`config.mk`:
```
export PLATFORM = sky130hd
export DESIGN_NAME = axil_monitor
export DESIGN_NICKNAME = d
export VERILOG_FILES = /design/src/rtl/axil_mon_pkg.sv /design/src/rtl/axil_event_if.sv /design/src/rtl/axil_channel_watch.sv /design/src/rtl/axil_outstanding_track.sv /design/src/rtl/axil_timeout_check.sv /design/src/rtl/axil_monitor.sv
export VERILOG_INCLUDE_DIRS = /design/src /design/src/rtl
export SDC_FILE = /design/constraint.sdc
export NUM_CORES = 1
export LEC_CHECK = 0
export BUFFER_PORTS_ARGS = -buffer_cell sky130_fd_sc_hd__buf_2
export CAP_MARGIN = 20
export CORE_ASPECT_RATIO = 0.5
export CORE_MARGIN = 8
export CORE_UTILIZATION = 47
export DETAILED_ROUTE_END_ITERATION = 10
export HOLD_SLACK_MARGIN = 0.1
export PLACE_DENSITY = 0.75
export SLEW_MARGIN = 15
export SYNTH_ARGS = -nofsm -noshare
export SYNTH_HDL_FRONTEND = slang
export SYNTH_SLANG_ARGS = --single-unit
```
`constraint.sdc`:
```
create_clock -name i_clk -period 2 [get_ports i_clk]
set_input_delay 0.2 -clock i_clk [delete_from_list [all_inputs] [get_ports i_clk]]
set_output_delay 0.2 -clock i_clk [all_outputs]
set_load 0.1 [all_outputs]
```
`src/rtl/axil_mon_consts.svh`:
```
/* Bus widths, outstanding count depth and timer limits
   Bit positions of the violation flag vector */
`ifndef AXIL_MON_CONSTS_SVH
`define AXIL_MON_CONSTS_SVH

// AXI-lite bus widths
`define AXIL_ADDR_W     28
`define AXIL_DATA_W     32
`define AXIL_STRB_W     (`AXIL_DATA_W / 8)

// Outstanding counter width, legal maximum is one below all ones
`define AXIL_LGDEPTH    4

// Timer limits in cycles
`define AXIL_MAXWAIT    12
`define AXIL_MAXRSTALL  12
`define AXIL_MAXDELAY   12
`define AXIL_TIMER_W    4

// Violation flag positions
`define VIO_RESP_EXOKAY 0
`define VIO_RESET_VALID 1
`define VIO_HOLD_AW     2
`define VIO_HOLD_W      3
`define VIO_HOLD_AR     4
`define VIO_HOLD_B      5
`define VIO_HOLD_R      6
`define VIO_OVERFLOW    7
`define VIO_ORPHAN_RESP 8
`define VIO_REQ_STALL   9
`define VIO_RESP_STALL  10
`define VIO_RESP_DELAY  11
`define VIO_COUNT       12

`endif

```
`src/rtl/axil_mon_pkg.sv`:
```
/* Shared vector types of the AXI-lite monitor */
`include "axil_mon_consts.svh"

package axil_mon_pkg;

	// Address channel payload
	typedef logic [`AXIL_ADDR_W-1:0] addr_t;

	// Protection bits of AW and AR
	typedef logic [2:0] prot_t;

	// Data word of W and R
	typedef logic [`AXIL_DATA_W-1:0] data_t;

	// One strobe per data byte
	typedef logic [`AXIL_STRB_W-1:0] strb_t;

	// Response code of B and R
	// 00 OKAY, 01 EXOKAY, 10 SLVERR, 11 DECERR
	typedef logic [1:0] resp_t;

	// Outstanding transaction count
	typedef logic [`AXIL_LGDEPTH-1:0] depth_t;

	// Stall and delay timer
	typedef logic [`AXIL_TIMER_W-1:0] timer_t;

	// Sticky violation flags
	// One bit per rule at the VIO_* positions
	typedef logic [`VIO_COUNT-1:0] vio_t;

endpackage

```
`src/rtl/axil_event_if.sv`:
```
/* Per-cycle handshake events and raw channel levels
   Modports for the watcher, the count tracker and the timers */
`timescale 1ns/100ps

interface axil_event_if;

	// Handshake strobes, only out of reset
	logic ar_req;
	logic aw_req;
	logic w_req;
	logic rd_ack;
	logic wr_ack;

	// Raw valid and ready levels
	logic awvalid;
	logic wvalid;
	logic arvalid;
	logic bvalid;
	logic rvalid;
	logic bready;
	logic rready;
	logic awready;
	logic wready;
	logic arready;

	modport watch (output ar_req, aw_req, w_req, rd_ack, wr_ack, awvalid, wvalid,
		arvalid, bvalid, rvalid, bready, rready, awready, wready, arready);
	modport track (input ar_req, aw_req, w_req, rd_ack, wr_ack, bvalid, rvalid,
		awready, wready, arready);
	modport timer (input awvalid, wvalid, arvalid, bvalid, rvalid, bready, rready,
		awready, wready, arready);

endinterface

```
`src/rtl/axil_channel_watch.sv`:
```
/* AXI-lite channel watcher
   Handshake event generation, reset, hold and response code checks */
`timescale 1ns/100ps
`include "axil_mon_consts.svh"

module axil_channel_watch
(
	input  logic                i_clk,
	input  logic                i_axi_reset_n,
	input  logic                i_axi_awvalid,
	input  logic                i_axi_awready,
	input  axil_mon_pkg::addr_t i_axi_awaddr,
	input  axil_mon_pkg::prot_t i_axi_awprot,
	input  logic                i_axi_wvalid,
	input  logic                i_axi_wready,
	input  axil_mon_pkg::data_t i_axi_wdata,
	input  axil_mon_pkg::strb_t i_axi_wstrb,
	input  logic                i_axi_bvalid,
	input  logic                i_axi_bready,
	input  axil_mon_pkg::resp_t i_axi_bresp,
	input  logic                i_axi_arvalid,
	input  logic                i_axi_arready,
	input  axil_mon_pkg::addr_t i_axi_araddr,
	input  axil_mon_pkg::prot_t i_axi_arprot,
	input  logic                i_axi_rvalid,
	input  logic                i_axi_rready,
	input  axil_mon_pkg::data_t i_axi_rdata,
	input  axil_mon_pkg::resp_t i_axi_rresp,
	axil_event_if.watch         o_ev,
	output axil_mon_pkg::vio_t  o_vio_chan
);

	// Stalled at the last edge, order is aw w ar b r
	logic [4:0]          stall_q;
	logic                out_of_rst;
	axil_mon_pkg::addr_t awaddr_q;
	axil_mon_pkg::prot_t awprot_q;
	axil_mon_pkg::data_t wdata_q;
	axil_mon_pkg::strb_t wstrb_q;
	axil_mon_pkg::addr_t araddr_q;
	axil_mon_pkg::prot_t arprot_q;
	axil_mon_pkg::resp_t bresp_q;
	axil_mon_pkg::data_t rdata_q;
	axil_mon_pkg::resp_t rresp_q;
	axil_mon_pkg::vio_t  chan_hit;

	//////////////////////////////////////////////////
	// Event strobes
	//////////////////////////////////////////////////

	// A transfer needs valid and ready together with reset released
	assign o_ev.aw_req  = i_axi_awvalid && i_axi_awready && i_axi_reset_n;
	assign o_ev.w_req   = i_axi_wvalid && i_axi_wready && i_axi_reset_n;
	assign o_ev.ar_req  = i_axi_arvalid && i_axi_arready && i_axi_reset_n;
	assign o_ev.wr_ack  = i_axi_bvalid && i_axi_bready && i_axi_reset_n;
	assign o_ev.rd_ack  = i_axi_rvalid && i_axi_rready && i_axi_reset_n;

	// Raw levels for the tracker and the timers
	assign o_ev.awvalid = i_axi_awvalid;
	assign o_ev.wvalid  = i_axi_wvalid;
	assign o_ev.arvalid = i_axi_arvalid;
	assign o_ev.bvalid  = i_axi_bvalid;
	assign o_ev.rvalid  = i_axi_rvalid;
	assign o_ev.bready  = i_axi_bready;
	assign o_ev.rready  = i_axi_rready;
	assign o_ev.awready = i_axi_awready;
	assign o_ev.wready  = i_axi_wready;
	assign o_ev.arready = i_axi_arready;

	//////////////////////////////////////////////////
	// Stall and payload capture
	//////////////////////////////////////////////////

	always_ff @(posedge i_clk)
	begin
		if (!i_axi_reset_n)
		begin
			stall_q    <= '0;
			out_of_rst <= 1'b0;
		end
		else
		begin
			stall_q    <= {i_axi_awvalid && !i_axi_awready, i_axi_wvalid && !i_axi_wready,
				i_axi_arvalid && !i_axi_arready, i_axi_bvalid && !i_axi_bready,
				i_axi_rvalid && !i_axi_rready};
			out_of_rst <= 1'b1;
		end
	end

	// Payload snapshot, compared only when the stall flag is set
	always_ff @(posedge i_clk)
	begin
		awaddr_q <= i_axi_awaddr;
		awprot_q <= i_axi_awprot;
		wdata_q  <= i_axi_wdata;
		wstrb_q  <= i_axi_wstrb;
		araddr_q <= i_axi_araddr;
		arprot_q <= i_axi_arprot;
		bresp_q  <= i_axi_bresp;
		rdata_q  <= i_axi_rdata;
		rresp_q  <= i_axi_rresp;
	end

	//////////////////////////////////////////////////
	// Rule checks
	//////////////////////////////////////////////////

	always_comb
	begin
		chan_hit = '0;
		// Reserved exclusive okay code on either response
		chan_hit[`VIO_RESP_EXOKAY] = (i_axi_bvalid && i_axi_bresp == 2'b01)
			|| (i_axi_rvalid && i_axi_rresp == 2'b01);
		// Every valid must be low in the first cycle out of reset
		chan_hit[`VIO_RESET_VALID] = !out_of_rst && (i_axi_awvalid || i_axi_wvalid
			|| i_axi_arvalid || i_axi_bvalid || i_axi_rvalid);
		// A stalled channel keeps valid up and its payload stable
		chan_hit[`VIO_HOLD_AW] = stall_q[4] && (!i_axi_awvalid
			|| i_axi_awaddr != awaddr_q || i_axi_awprot != awprot_q);
		chan_hit[`VIO_HOLD_W]  = stall_q[3] && (!i_axi_wvalid
			|| i_axi_wdata != wdata_q || i_axi_wstrb != wstrb_q);
		chan_hit[`VIO_HOLD_AR] = stall_q[2] && (!i_axi_arvalid
			|| i_axi_araddr != araddr_q || i_axi_arprot != arprot_q);
		chan_hit[`VIO_HOLD_B]  = stall_q[1] && (!i_axi_bvalid || i_axi_bresp != bresp_q);
		chan_hit[`VIO_HOLD_R]  = stall_q[0] && (!i_axi_rvalid
			|| i_axi_rdata != rdata_q || i_axi_rresp != rresp_q);
	end

	// Sticky until reset
	always_ff @(posedge i_clk)
	begin
		if (!i_axi_reset_n)
			o_vio_chan <= '0;
		else
			o_vio_chan <= o_vio_chan | chan_hit;
	end

endmodule

```
`src/rtl/axil_outstanding_track.sv`:
```
/* Outstanding read, write address and write data counters
   Overflow and orphan response checks */
`timescale 1ns/100ps
`include "axil_mon_consts.svh"

module axil_outstanding_track
(
	input  logic                 i_clk,
	input  logic                 i_axi_reset_n,
	axil_event_if.track          i_ev,
	output axil_mon_pkg::depth_t o_rd_cnt,
	output axil_mon_pkg::depth_t o_awr_cnt,
	output axil_mon_pkg::depth_t o_wr_cnt,
	output axil_mon_pkg::vio_t   o_vio_cnt
);

	// Count at which a further accept would pass the legal maximum
	axil_mon_pkg::depth_t near_full;
	axil_mon_pkg::vio_t   cnt_hit;

	assign near_full = {{(`AXIL_LGDEPTH-1){1'b1}}, 1'b0};

	// Request adds one and acknowledge takes one
	// Both ends saturate so a bad bus cannot wrap the count
	function automatic axil_mon_pkg::depth_t step(input axil_mon_pkg::depth_t cnt,
		input logic inc, input logic dec);
		case ({inc, dec})
			2'b10:   return (&cnt) ? cnt : cnt + 1'b1;
			2'b01:   return (cnt == '0) ? cnt : cnt - 1'b1;
			default: return cnt;
		endcase
	endfunction

	//////////////////////////////////////////////////
	// Counters
	//////////////////////////////////////////////////

	always_ff @(posedge i_clk)
	begin
		if (!i_axi_reset_n)
		begin
			o_rd_cnt  <= '0;
			o_awr_cnt <= '0;
			o_wr_cnt  <= '0;
		end
		else
		begin
			o_rd_cnt  <= step(o_rd_cnt, i_ev.ar_req, i_ev.rd_ack);
			// One B response retires both an address and a data beat
			o_awr_cnt <= step(o_awr_cnt, i_ev.aw_req, i_ev.wr_ack);
			o_wr_cnt  <= step(o_wr_cnt, i_ev.w_req, i_ev.wr_ack);
		end
	end

	//////////////////////////////////////////////////
	// Capacity and orphan checks
	//////////////////////////////////////////////////

	always_comb
	begin
		cnt_hit = '0;
		// Full count or ready still high at the last legal slot
		cnt_hit[`VIO_OVERFLOW] = (&o_rd_cnt) || (&o_awr_cnt) || (&o_wr_cnt)
			|| (o_rd_cnt == near_full && i_ev.arready)
			|| (o_awr_cnt == near_full && i_ev.awready)
			|| (o_wr_cnt == near_full && i_ev.wready);
		// Response with nothing to answer
		cnt_hit[`VIO_ORPHAN_RESP] = (i_ev.bvalid && (o_awr_cnt == '0 || o_wr_cnt == '0))
			|| (i_ev.rvalid && o_rd_cnt == '0);
	end

	always_ff @(posedge i_clk)
	begin
		if (!i_axi_reset_n)
			o_vio_cnt <= '0;
		else
			o_vio_cnt <= o_vio_cnt | cnt_hit;
	end

	// From zero a count only holds or steps up
	a_rd_no_wrap  : assert property (@(posedge i_clk) disable iff (!i_axi_reset_n)
		o_rd_cnt == '0 |=> !(&o_rd_cnt));
	a_awr_no_wrap : assert property (@(posedge i_clk) disable iff (!i_axi_reset_n)
		o_awr_cnt == '0 |=> !(&o_awr_cnt));
	a_wr_no_wrap  : assert property (@(posedge i_clk) disable iff (!i_axi_reset_n)
		o_wr_cnt == '0 |=> !(&o_wr_cnt));

endmodule

```
`src/rtl/axil_timeout_check.sv`:
```
/* Request stall, response stall and response delay timers
   Limit breach flags */
`timescale 1ns/100ps
`include "axil_mon_consts.svh"

module axil_timeout_check
(
	input  logic                 i_clk,
	input  logic                 i_axi_reset_n,
	axil_event_if.timer          i_ev,
	input  axil_mon_pkg::depth_t i_rd_cnt,
	input  axil_mon_pkg::depth_t i_awr_cnt,
	input  axil_mon_pkg::depth_t i_wr_cnt,
	output axil_mon_pkg::vio_t   o_vio_time
);

	axil_mon_pkg::timer_t lim_wait;
	axil_mon_pkg::timer_t lim_rstall;
	axil_mon_pkg::timer_t lim_delay;
	// Timers
	axil_mon_pkg::timer_t aw_stall;
	axil_mon_pkg::timer_t w_stall;
	axil_mon_pkg::timer_t ar_stall;
	axil_mon_pkg::timer_t b_stall;
	axil_mon_pkg::timer_t r_stall;
	axil_mon_pkg::timer_t wr_delay;
	axil_mon_pkg::timer_t rd_delay;
	// Qualifying cycle for each timer
	logic aw_run;
	logic w_run;
	logic ar_run;
	logic b_run;
	logic r_run;
	logic wr_run;
	logic rd_run;
	axil_mon_pkg::vio_t   time_hit;

	assign lim_wait   = axil_mon_pkg::timer_t'(`AXIL_MAXWAIT);
	assign lim_rstall = axil_mon_pkg::timer_t'(`AXIL_MAXRSTALL);
	assign lim_delay  = axil_mon_pkg::timer_t'(`AXIL_MAXDELAY);

	// Count qualifying cycles and hold at the limit
	function automatic axil_mon_pkg::timer_t tick(input axil_mon_pkg::timer_t t,
		input logic run, input axil_mon_pkg::timer_t lim);
		if (!run)
			return '0;
		return (t >= lim) ? lim : t + 1'b1;
	endfunction

	// True on the cycle that brings the timer to its limit
	function automatic logic at_limit(input axil_mon_pkg::timer_t t,
		input logic run, input axil_mon_pkg::timer_t lim);
		return run && (t >= lim - 1'b1);
	endfunction

	//////////////////////////////////////////////////
	// Qualifying cycles
	//////////////////////////////////////////////////

	// A pending B response may back up the write channels
	// A channel ahead of an idle partner is waiting and not stalled
	assign aw_run = i_ev.awvalid && !i_ev.awready && !i_ev.bvalid
		&& !(i_awr_cnt >= i_wr_cnt && !i_ev.wvalid);
	assign w_run  = i_ev.wvalid && !i_ev.wready && !i_ev.bvalid
		&& !(i_wr_cnt >= i_awr_cnt && !i_ev.awvalid);
	assign ar_run = i_ev.arvalid && !i_ev.arready && !i_ev.rvalid;
	// Response held back by the master
	assign b_run  = i_ev.bvalid && !i_ev.bready;
	assign r_run  = i_ev.rvalid && !i_ev.rready;
	// Complete write or read waiting with no response offered
	assign wr_run = i_awr_cnt != '0 && i_wr_cnt != '0 && !i_ev.bvalid;
	assign rd_run = i_rd_cnt != '0 && !i_ev.rvalid;

	always_ff @(posedge i_clk)
	begin
		if (!i_axi_reset_n)
		begin
			aw_stall <= '0;
			w_stall  <= '0;
			ar_stall <= '0;
			b_stall  <= '0;
			r_stall  <= '0;
			wr_delay <= '0;
			rd_delay <= '0;
		end
		else
		begin
			aw_stall <= tick(aw_stall, aw_run, lim_wait);
			w_stall  <= tick(w_stall, w_run, lim_wait);
			ar_stall <= tick(ar_stall, ar_run, lim_wait);
			b_stall  <= tick(b_stall, b_run, lim_rstall);
			r_stall  <= tick(r_stall, r_run, lim_rstall);
			wr_delay <= tick(wr_delay, wr_run, lim_delay);
			rd_delay <= tick(rd_delay, rd_run, lim_delay);
		end
	end

	//////////////////////////////////////////////////
	// Limit flags
	//////////////////////////////////////////////////

	always_comb
	begin
		time_hit = '0;
		time_hit[`VIO_REQ_STALL]  = at_limit(aw_stall, aw_run, lim_wait)
			|| at_limit(w_stall, w_run, lim_wait) || at_limit(ar_stall, ar_run, lim_wait);
		time_hit[`VIO_RESP_STALL] = at_limit(b_stall, b_run, lim_rstall)
			|| at_limit(r_stall, r_run, lim_rstall);
		time_hit[`VIO_RESP_DELAY] = at_limit(wr_delay, wr_run, lim_delay)
			|| at_limit(rd_delay, rd_run, lim_delay);
	end

	always_ff @(posedge i_clk)
	begin
		if (!i_axi_reset_n)
			o_vio_time <= '0;
		else
			o_vio_time <= o_vio_time | time_hit;
	end

	// No timer runs past its limit so the flag can never be skipped
	a_timer_bound : assert property (@(posedge i_clk) disable iff (!i_axi_reset_n)
		aw_stall <= lim_wait && w_stall <= lim_wait && ar_stall <= lim_wait
		&& b_stall <= lim_rstall && r_stall <= lim_rstall
		&& wr_delay <= lim_delay && rd_delay <= lim_delay);

endmodule

```
`src/rtl/axil_monitor.sv`:
```
/* Passive AXI-lite slave port monitor top level
   Plain bus ports, sub-block instances and violation vector */
`timescale 1ns/100ps

module axil_monitor
(
	input  logic                 i_clk,
	input  logic                 i_axi_reset_n,
	// Write address channel
	input  logic                 i_axi_awvalid,
	input  logic                 i_axi_awready,
	input  axil_mon_pkg::addr_t  i_axi_awaddr,
	input  axil_mon_pkg::prot_t  i_axi_awprot,
	// Write data channel
	input  logic                 i_axi_wvalid,
	input  logic                 i_axi_wready,
	input  axil_mon_pkg::data_t  i_axi_wdata,
	input  axil_mon_pkg::strb_t  i_axi_wstrb,
	// Write response channel
	input  logic                 i_axi_bvalid,
	input  logic                 i_axi_bready,
	input  axil_mon_pkg::resp_t  i_axi_bresp,
	// Read address channel
	input  logic                 i_axi_arvalid,
	input  logic                 i_axi_arready,
	input  axil_mon_pkg::addr_t  i_axi_araddr,
	input  axil_mon_pkg::prot_t  i_axi_arprot,
	// Read data channel
	input  logic                 i_axi_rvalid,
	input  logic                 i_axi_rready,
	input  axil_mon_pkg::data_t  i_axi_rdata,
	input  axil_mon_pkg::resp_t  i_axi_rresp,
	// Live counts and sticky flags
	output axil_mon_pkg::depth_t o_rd_outstanding,
	output axil_mon_pkg::depth_t o_awr_outstanding,
	output axil_mon_pkg::depth_t o_wr_outstanding,
	output axil_mon_pkg::vio_t   o_violation
);

	axil_mon_pkg::vio_t vio_chan;
	axil_mon_pkg::vio_t vio_cnt;
	axil_mon_pkg::vio_t vio_time;

	axil_event_if ev_if ();

	// Bus ports share their names with the top level
	axil_channel_watch u_watch (
		.*,
		.o_ev       (ev_if.watch),
		.o_vio_chan (vio_chan)
	);

	axil_outstanding_track u_track (
		.i_clk         (i_clk),
		.i_axi_reset_n (i_axi_reset_n),
		.i_ev          (ev_if.track),
		.o_rd_cnt      (o_rd_outstanding),
		.o_awr_cnt     (o_awr_outstanding),
		.o_wr_cnt      (o_wr_outstanding),
		.o_vio_cnt     (vio_cnt)
	);

	// Timers see the registered counts
	axil_timeout_check u_timeout (
		.i_clk         (i_clk),
		.i_axi_reset_n (i_axi_reset_n),
		.i_ev          (ev_if.timer),
		.i_rd_cnt      (o_rd_outstanding),
		.i_awr_cnt     (o_awr_outstanding),
		.i_wr_cnt      (o_wr_outstanding),
		.o_vio_time    (vio_time)
	);

	// Each block owns disjoint bits
	assign o_violation = vio_chan | vio_cnt | vio_time;

endmodule

```
# Word level (Yosys, flattened, before mapping)
# Index checks and enable logic that the tools add are counted.
totals:
  reg_bits: 216
  word_cells: 227
  input_bits: 146
  output_inout_bits: 24
op_classes:
  n_eq_ne: 26
  magnitude_cmp: 16
  n_reduce_logical: 98
  bitwise_logic: 5
  n_addsub: 13
  n_mux: 45
ops:
  columns: ["cell", "n"]
  rows:
  - ["$mux 4", 27]
  - ["$ne 32x32->1", 2]
  - ["$ge 4x4->1 const B", 14]
  - ["$ne 28x28->1", 2]
  - ["$logic_and 1x1->1", 45]
  - ["$add 4x1->4 const B", 10]
  - ["$or 12x12->12", 3]
  - ["$logic_or 1x1->1", 25]
  - ["$pmux 4 s2", 3]
  - ["$mux 1", 15]
  - ["$logic_not 1->1", 13]
  - ["$eq 4x4->1 const B", 3]
  - ["$logic_not 4->1", 3]
  - ["$ne 2x2->1 const B", 6]
  - ["$or 12x7->12", 1]
  - ["$or 12x9->12", 1]
  - ["$reduce_and 4->1", 3]
  - ["$reduce_bool 4->1", 3]
  - ["$sub 4x1->4 const B", 3]
  - ["$eq 2x1->1 const B", 5]
  - ["$reduce_and 3->1", 3]
  - ["$ge 4x4->1", 2]
  - ["$eq 2x2->1 const B", 3]
  - ["$ne 3x3->1", 2]
  - ["3 further kinds", 6]

# Depth between registers and ports, before layout
depth:
  depth_word: 8
  depth_mapped: 10
  mapped_depth_nobuf: 9

# Cells and area by module
# From an unflattened synthesis, not the netlist that was laid out.
unflattened:
  cells_unflattened: 661
  hier_area_um2: 7299.5
modules_own_cells:
  columns: ["mod", "area_each_um2", "seq_area_each_um2", "cells_each", "instances"]
  rows:
  - ["axil_channel_watch", 4714.5, 2942.8, 381, 1]
  - ["axil_timeout_check", 1412.6, 620.6, 156, 1]
  - ["axil_outstanding_track", 1097.3, 280.3, 112, 1]
  - ["axil_monitor", 75.1, 0.0, 12, 1]

# Least setup slack after synthesis
# Ideal clock, no wire load.
synth_timing:
  path_type: "register to register"
  startpoint: "register u_track.o_wr_cnt[1]"
  endpoint: "register u_timeout.o_vio_time[9]"
  setup_time_ps: 79
  arrival_time_ps: 2520
  n_path_buf: 0
  setup_slack_ps: -599
  required_time_ps: 1921
  period_less_slack_ps: 2599
  path_stages_with_launch: 8
  cell_sequence: "dfxtp_1 inv_1 ha_1 nor2b_4 o211ai_2 a31oi_1 or4_4 o211ai_1"
synth_between:
  elab_chain_len: 8
  elab_cells_between_ends: 13
  cone_classes: "2 x order compare; 1 x bitwise; 10 x reduce/logical"
synth_rtl:
  columns: ["element", "line_no", "source"]
  rows:
  - ["start: declaration", "axil_outstanding_track.sv:13", "output axil_mon_pkg::depth_t o_wr_cnt,"]
  - ["start signal: assignment", "axil_outstanding_track.sv:51", "o_wr_cnt <= step(o_wr_cnt, i_ev.w_req, i_ev.wr_ack);"]
  - ["$ge 4x4->1, on equally long branches", "axil_timeout_check.sv:63, axil_timeout_check.sv:65", null]
  - ["$logic_and 1x1->1, on equally long branches", "axil_timeout_check.sv:63, axil_timeout_check.sv:65", null]
  - ["$logic_not 1->1, on equally long branches", "axil_timeout_check.sv:63, axil_timeout_check.sv:65", null]
  - ["$logic_and 1x1->1, on equally long branches", "axil_timeout_check.sv:63, axil_timeout_check.sv:65", null]
  - ["$logic_and 1x1->1", "axil_timeout_check.sv:53", "return run && (t >= lim - 1'b1);"]
  - ["$logic_or 1x1->1 * (2 in a row)", "axil_timeout_check.sv:106", "|| at_limit(w_stall, w_run, lim_wait) || at_limit(ar_stall, ar_run, lim_wait);"]
  - ["$or 12x12->12 *", "axil_timeout_check.sv:118", "o_vio_time <= o_vio_time | time_hit;"]
  - ["end signal: assignment", "axil_timeout_check.sv:118", null]
  - ["end: declaration", "axil_timeout_check.sv:14", "output axil_mon_pkg::vio_t o_vio_time"]
# Mark *: on every way between the ends. The rest lies on a longest branch, timed or not.
# A chain may end at the register's enable or synchronous reset.

# Final worst setup path
layout_timing:
  startpoint: "input port i_axi_wready"
  endpoint: "register u_track.o_wr_cnt[3]"
layout_between:
  elab_chain_len: 5
  elab_cells_between_ends: 9
  cone_classes: "4 x eq/ne; 1 x mux; 4 x reduce/logical"
layout_rtl:
  columns: ["element", "line_no", "source"]
  rows:
  - ["start: declaration", "axil_monitor.sv:16", "input logic i_axi_wready,"]
  - ["$logic_and 1x1->1 * (2 in a row)", "axil_channel_watch.sv:53", "assign o_ev.w_req = i_axi_wvalid && i_axi_wready && i_axi_reset_n;"]
  - ["$eq 2x1->1 or $eq 2x2->1 (tied branches)", "axil_outstanding_track.sv:27", "case ({inc, dec})"]
  - ["$ne 2x2->1 (no source line) or $reduce_bool 2->1 (tied branches)", null, null]
  - ["$reduce_and 3->1 (no source line)", null, null]
# Marked as above.

==> impl_metrics.py <==
metrics = {
    "clocking": {
        "htreeDepth": 4,
        "post-cts-setup-buffers": 0,
        "clk_pin_slew_worst_paths_ps": 80,
        "clock_path_buffers": 2,
        "numCtsBuffers": 17,
        "tritoncts": "built",
        "root_buffer": "clkbuf_16",
        "insertion_delay_ps": 430,
        "cts.sinks": 192,
    },
    "timing": {
        "rsz0062_at_grt": "no",
        "fmax_mhz": 518,
        "finalSetupViolCount": 0,
        "drv_slew": 0,
        "worst-slew-pin-transition_ps": 523,
        "hold_violations": 0,
        "fin_skew_ps": 13.2,
        "finalSetupTns_ps": 0,
        "finalCriticalPeriod_ps": 1930,
        "worst_hold_slack_ps": 131,
        "worst_slack_ps": 68.6,
        "fin_crit_sh_pct": 96.6,
        "relSlewSlack_pct": 65.4,
    },
    "yosys": {
        "synth_warnings": 0,
        "synthTopCellsByArea": "dfxtp_1, xor2_1, xnor2_1",
        "synth.largest_area_cell": "dfxtp_1",
        "yosys.cell_count.top_type": "dfxtp_1",
        "synthTopCellsByCount": "dfxtp_1, xor2_1, xnor2_1",
        "synth_edf_count": 0,
        "synth.net_count": 770,
        "ys_ff_latch": 192,
        "syn_area_per_cell_sq_um": 11.4,
        "yosys.area.top_type_share_pct": 56.2,
        "ys_types": 54,
        "ys.flop_type": "dfxtp_1",
        "syn_inst": 602,
        "ys_seq_area_share_pct": 56.2,
        "syn_area_sq_um": 6840,
        "async_flop_share_pct": 0,
    },
    "pwr": {
        "finalPower_mw": 8.80,
        "leakage_nw": 4.41,
        "peakVddDrop_uv": 734,
        "pwr_density_cell_nw_per_um2": 881,
    },
    "floorplan": {
        "rows": 31,
        "die_w_um": 187,
        "initial_utilization_pct": 47.7,
        "coreArea_sq_um": 14400,
        "dieArea_sq_um": 18900,
        "die_h_um": 101,
        "io-pin-count": 170,
    },
    "grt": {
        "overflow": 0,
        "grt_usage_pct": 18.4,
        "grt_start_max_net_pins": 31,
        "grt_pass1_wl_mm": 28.0,
        "antenna_found_initial": 2,
        "grt_pass1_vias": 5755,
    },
    "drt": {
        "routed_wl_mm": 17.4,
        "viasPerCell": 4.68,
        "wl_per_cell_um": 15.2,
        "vias": 5343,
        "antenna_left": 0,
        "firstDrtPassIters": 4,
        "drt_iter0_drc": 203,
        "drc": 0,
    },
    "critical_path": {
        "cp_slowest_cell": "dlygate4sd3_1",
        "path_buf_inv": 3,
        "worstSetupStartpointType": "primary input",
        "critPathKind": "primary input to flip-flop",
        "cpPeakStageDelay_ps": 520,
        "crit_top_cell": "a21oi_1",
        "end_kind": "flip-flop",
        "worstPathRequired_ps": 2320,
        "crit_fanout": 4,
        "crit_chain": "dlygate4sd3_1, buf_2, nand3_1, ha_2, buf_4, ha_1, a21oi_1, xnor2_1, a21oi_1, a41o_1",
        "critPathTopFamily": "buffers and inverters",
        "cp.arrival_ps": 2250,
    },
    "layout": {
        "seqCellArea_sq_um": 3870,
        "nNetsFinal": 1097,
        "utilization_pct": 69.6,
        "drive_gt1_share_pct": 24.7,
        "syn_to_final_growth_pct": 46.1,
        "fillers": 1010,
        "multi_input_area_sq_um": 2890,
    },
    "placement": {
        "post-place-ws_ps": 99.2,
        "io_buffers": 169,
        "gp_congestion": 0.829,
        "hpwl_mm": 11.0,
    },
    "outcome": {
        "outcome": "completed",
    },
    "job": {
        "max_cap_viol_count": 0,
    },
    "worst_hold_path": {
        "hold_class": "primary input to flip-flop",
    },
}
[per-layer routing]
metal | up-vias | track usage (%) | part of all wire [%]
met5 | - | 0 | 0
met4 | 0 | 7.16 | 2.1
met3 | 31 | 5.29 | 4.6
met2 | 117 | 34.6 | 52
met1 | 2475 | 19.5 | 42
li1 | 2720 | - | -
[state kept, by name, indices dropped and copies added (netlist names)]
name and flops:
u_watch.wstrb_q 4, u_watch.araddr_q 28, u_track.o_awr_cnt 4, u_timeout.rd_delay 4
u_watch.awaddr_q 28, u_watch.awprot_q 3, u_watch.wdata_q 32, u_watch.out_of_rst 1
u_track.o_wr_cnt 4, u_timeout.o_vio_time 3, u_timeout.aw_stall 4, u_track.o_rd_cnt 4
u_timeout.b_stall 4, u_watch.rdata_q 32, u_timeout.w_stall 4, u_watch.stall_q 5
u_watch.arprot_q 3, u_watch.bresp_q 2, u_watch.rresp_q 2, u_watch.o_vio_chan 7
u_timeout.r_stall 4, u_track.o_vio_cnt 2, u_timeout.ar_stall 4, u_timeout.wr_delay 4
[cell type report]
cell class              instances  share of cell area [%]
inverters                      22                   0.826
clock inverters                12                    1.83
repair buffers                314                    22.8
diodes                          2                  0.0501
multi-input cells             382                    28.9
flip-flops and latches        192                    38.7
clock buffers                  19                    4.33
well taps                     198                    2.48
[logic make-up after synthesis]
logic type | after synthesis | synth area share, %
adder cells (fa/ha/maj) | 22 | 4.35
multiplexers | 4 | 0.585
AO/OA/AOI/OAI | 65 | 6.68
buffers and inverters | 28 | 1.65
flip-flops | 192 | 56.2
XOR/XNOR | 141 | 18.1
AND/OR/NAND/NOR | 150 | 12.5
[report_power, final]
part           switching (mW)  internal [mW]  leakage [nW]
registers               0.110           4.01          1.61
logic                   0.592          0.547          2.51
clock network            1.45           2.10         0.295
total                    2.15           6.66          4.41
[metrics by stage]
| stage | instances | instance area [sq um] |
|---|---|---|
| finish | 1141 | 9990 |
| global route | 1141 | 9990 |
| CTS | 1139 | 9980 |
| detailed placement | 970 | 7990 |
| global placement | 970 | 7990 |
| floorplan | 602 | 6870 |
[tightest hold or removal path: cells and delay by family]
kind / cells / cell delay (ps)
buffers and inverters: 1 / 100
and+or+nand+nor: 2 / 210
[path summary, 6_finish.rpt]
check                          end  depth (start not counted)            startpoint  slack (ps)
min             u_watch.stall_q[2]                          3         i_axi_arready         130
max            u_track.o_wr_cnt[3]                         10          i_axi_wready          70
min reg2reg   u_timeout.w_stall[0]                          1  u_timeout.w_stall[0]         440
max reg2reg  u_timeout.aw_stall[1]                          7   u_track.o_wr_cnt[1]         140
[cell usage in the layout (no fill, tap or decap), types with 8 or more instances in the layout]
cell           count
inv_1             21
o21ai_0           10
dlygate4sd3_1    138
xnor2_1           47
buf_2            169
a21oi_1           12
clkbuf_16         17
a31oi_1            9
dfxtp_1          181
nand2_1           33
nand3_1           10
ha_1              18
nor2_1            17
xor2_1            94
and3_1             8
nor4_1            27
nand4_1           19
[repair_timing]
action	CTS	global route
gates resized for setup	0	1
hold endpoints to repair	136	0
hold buffers	138	0
setup endpoints to repair	0	1
Power figures use the tool's default switching activity.
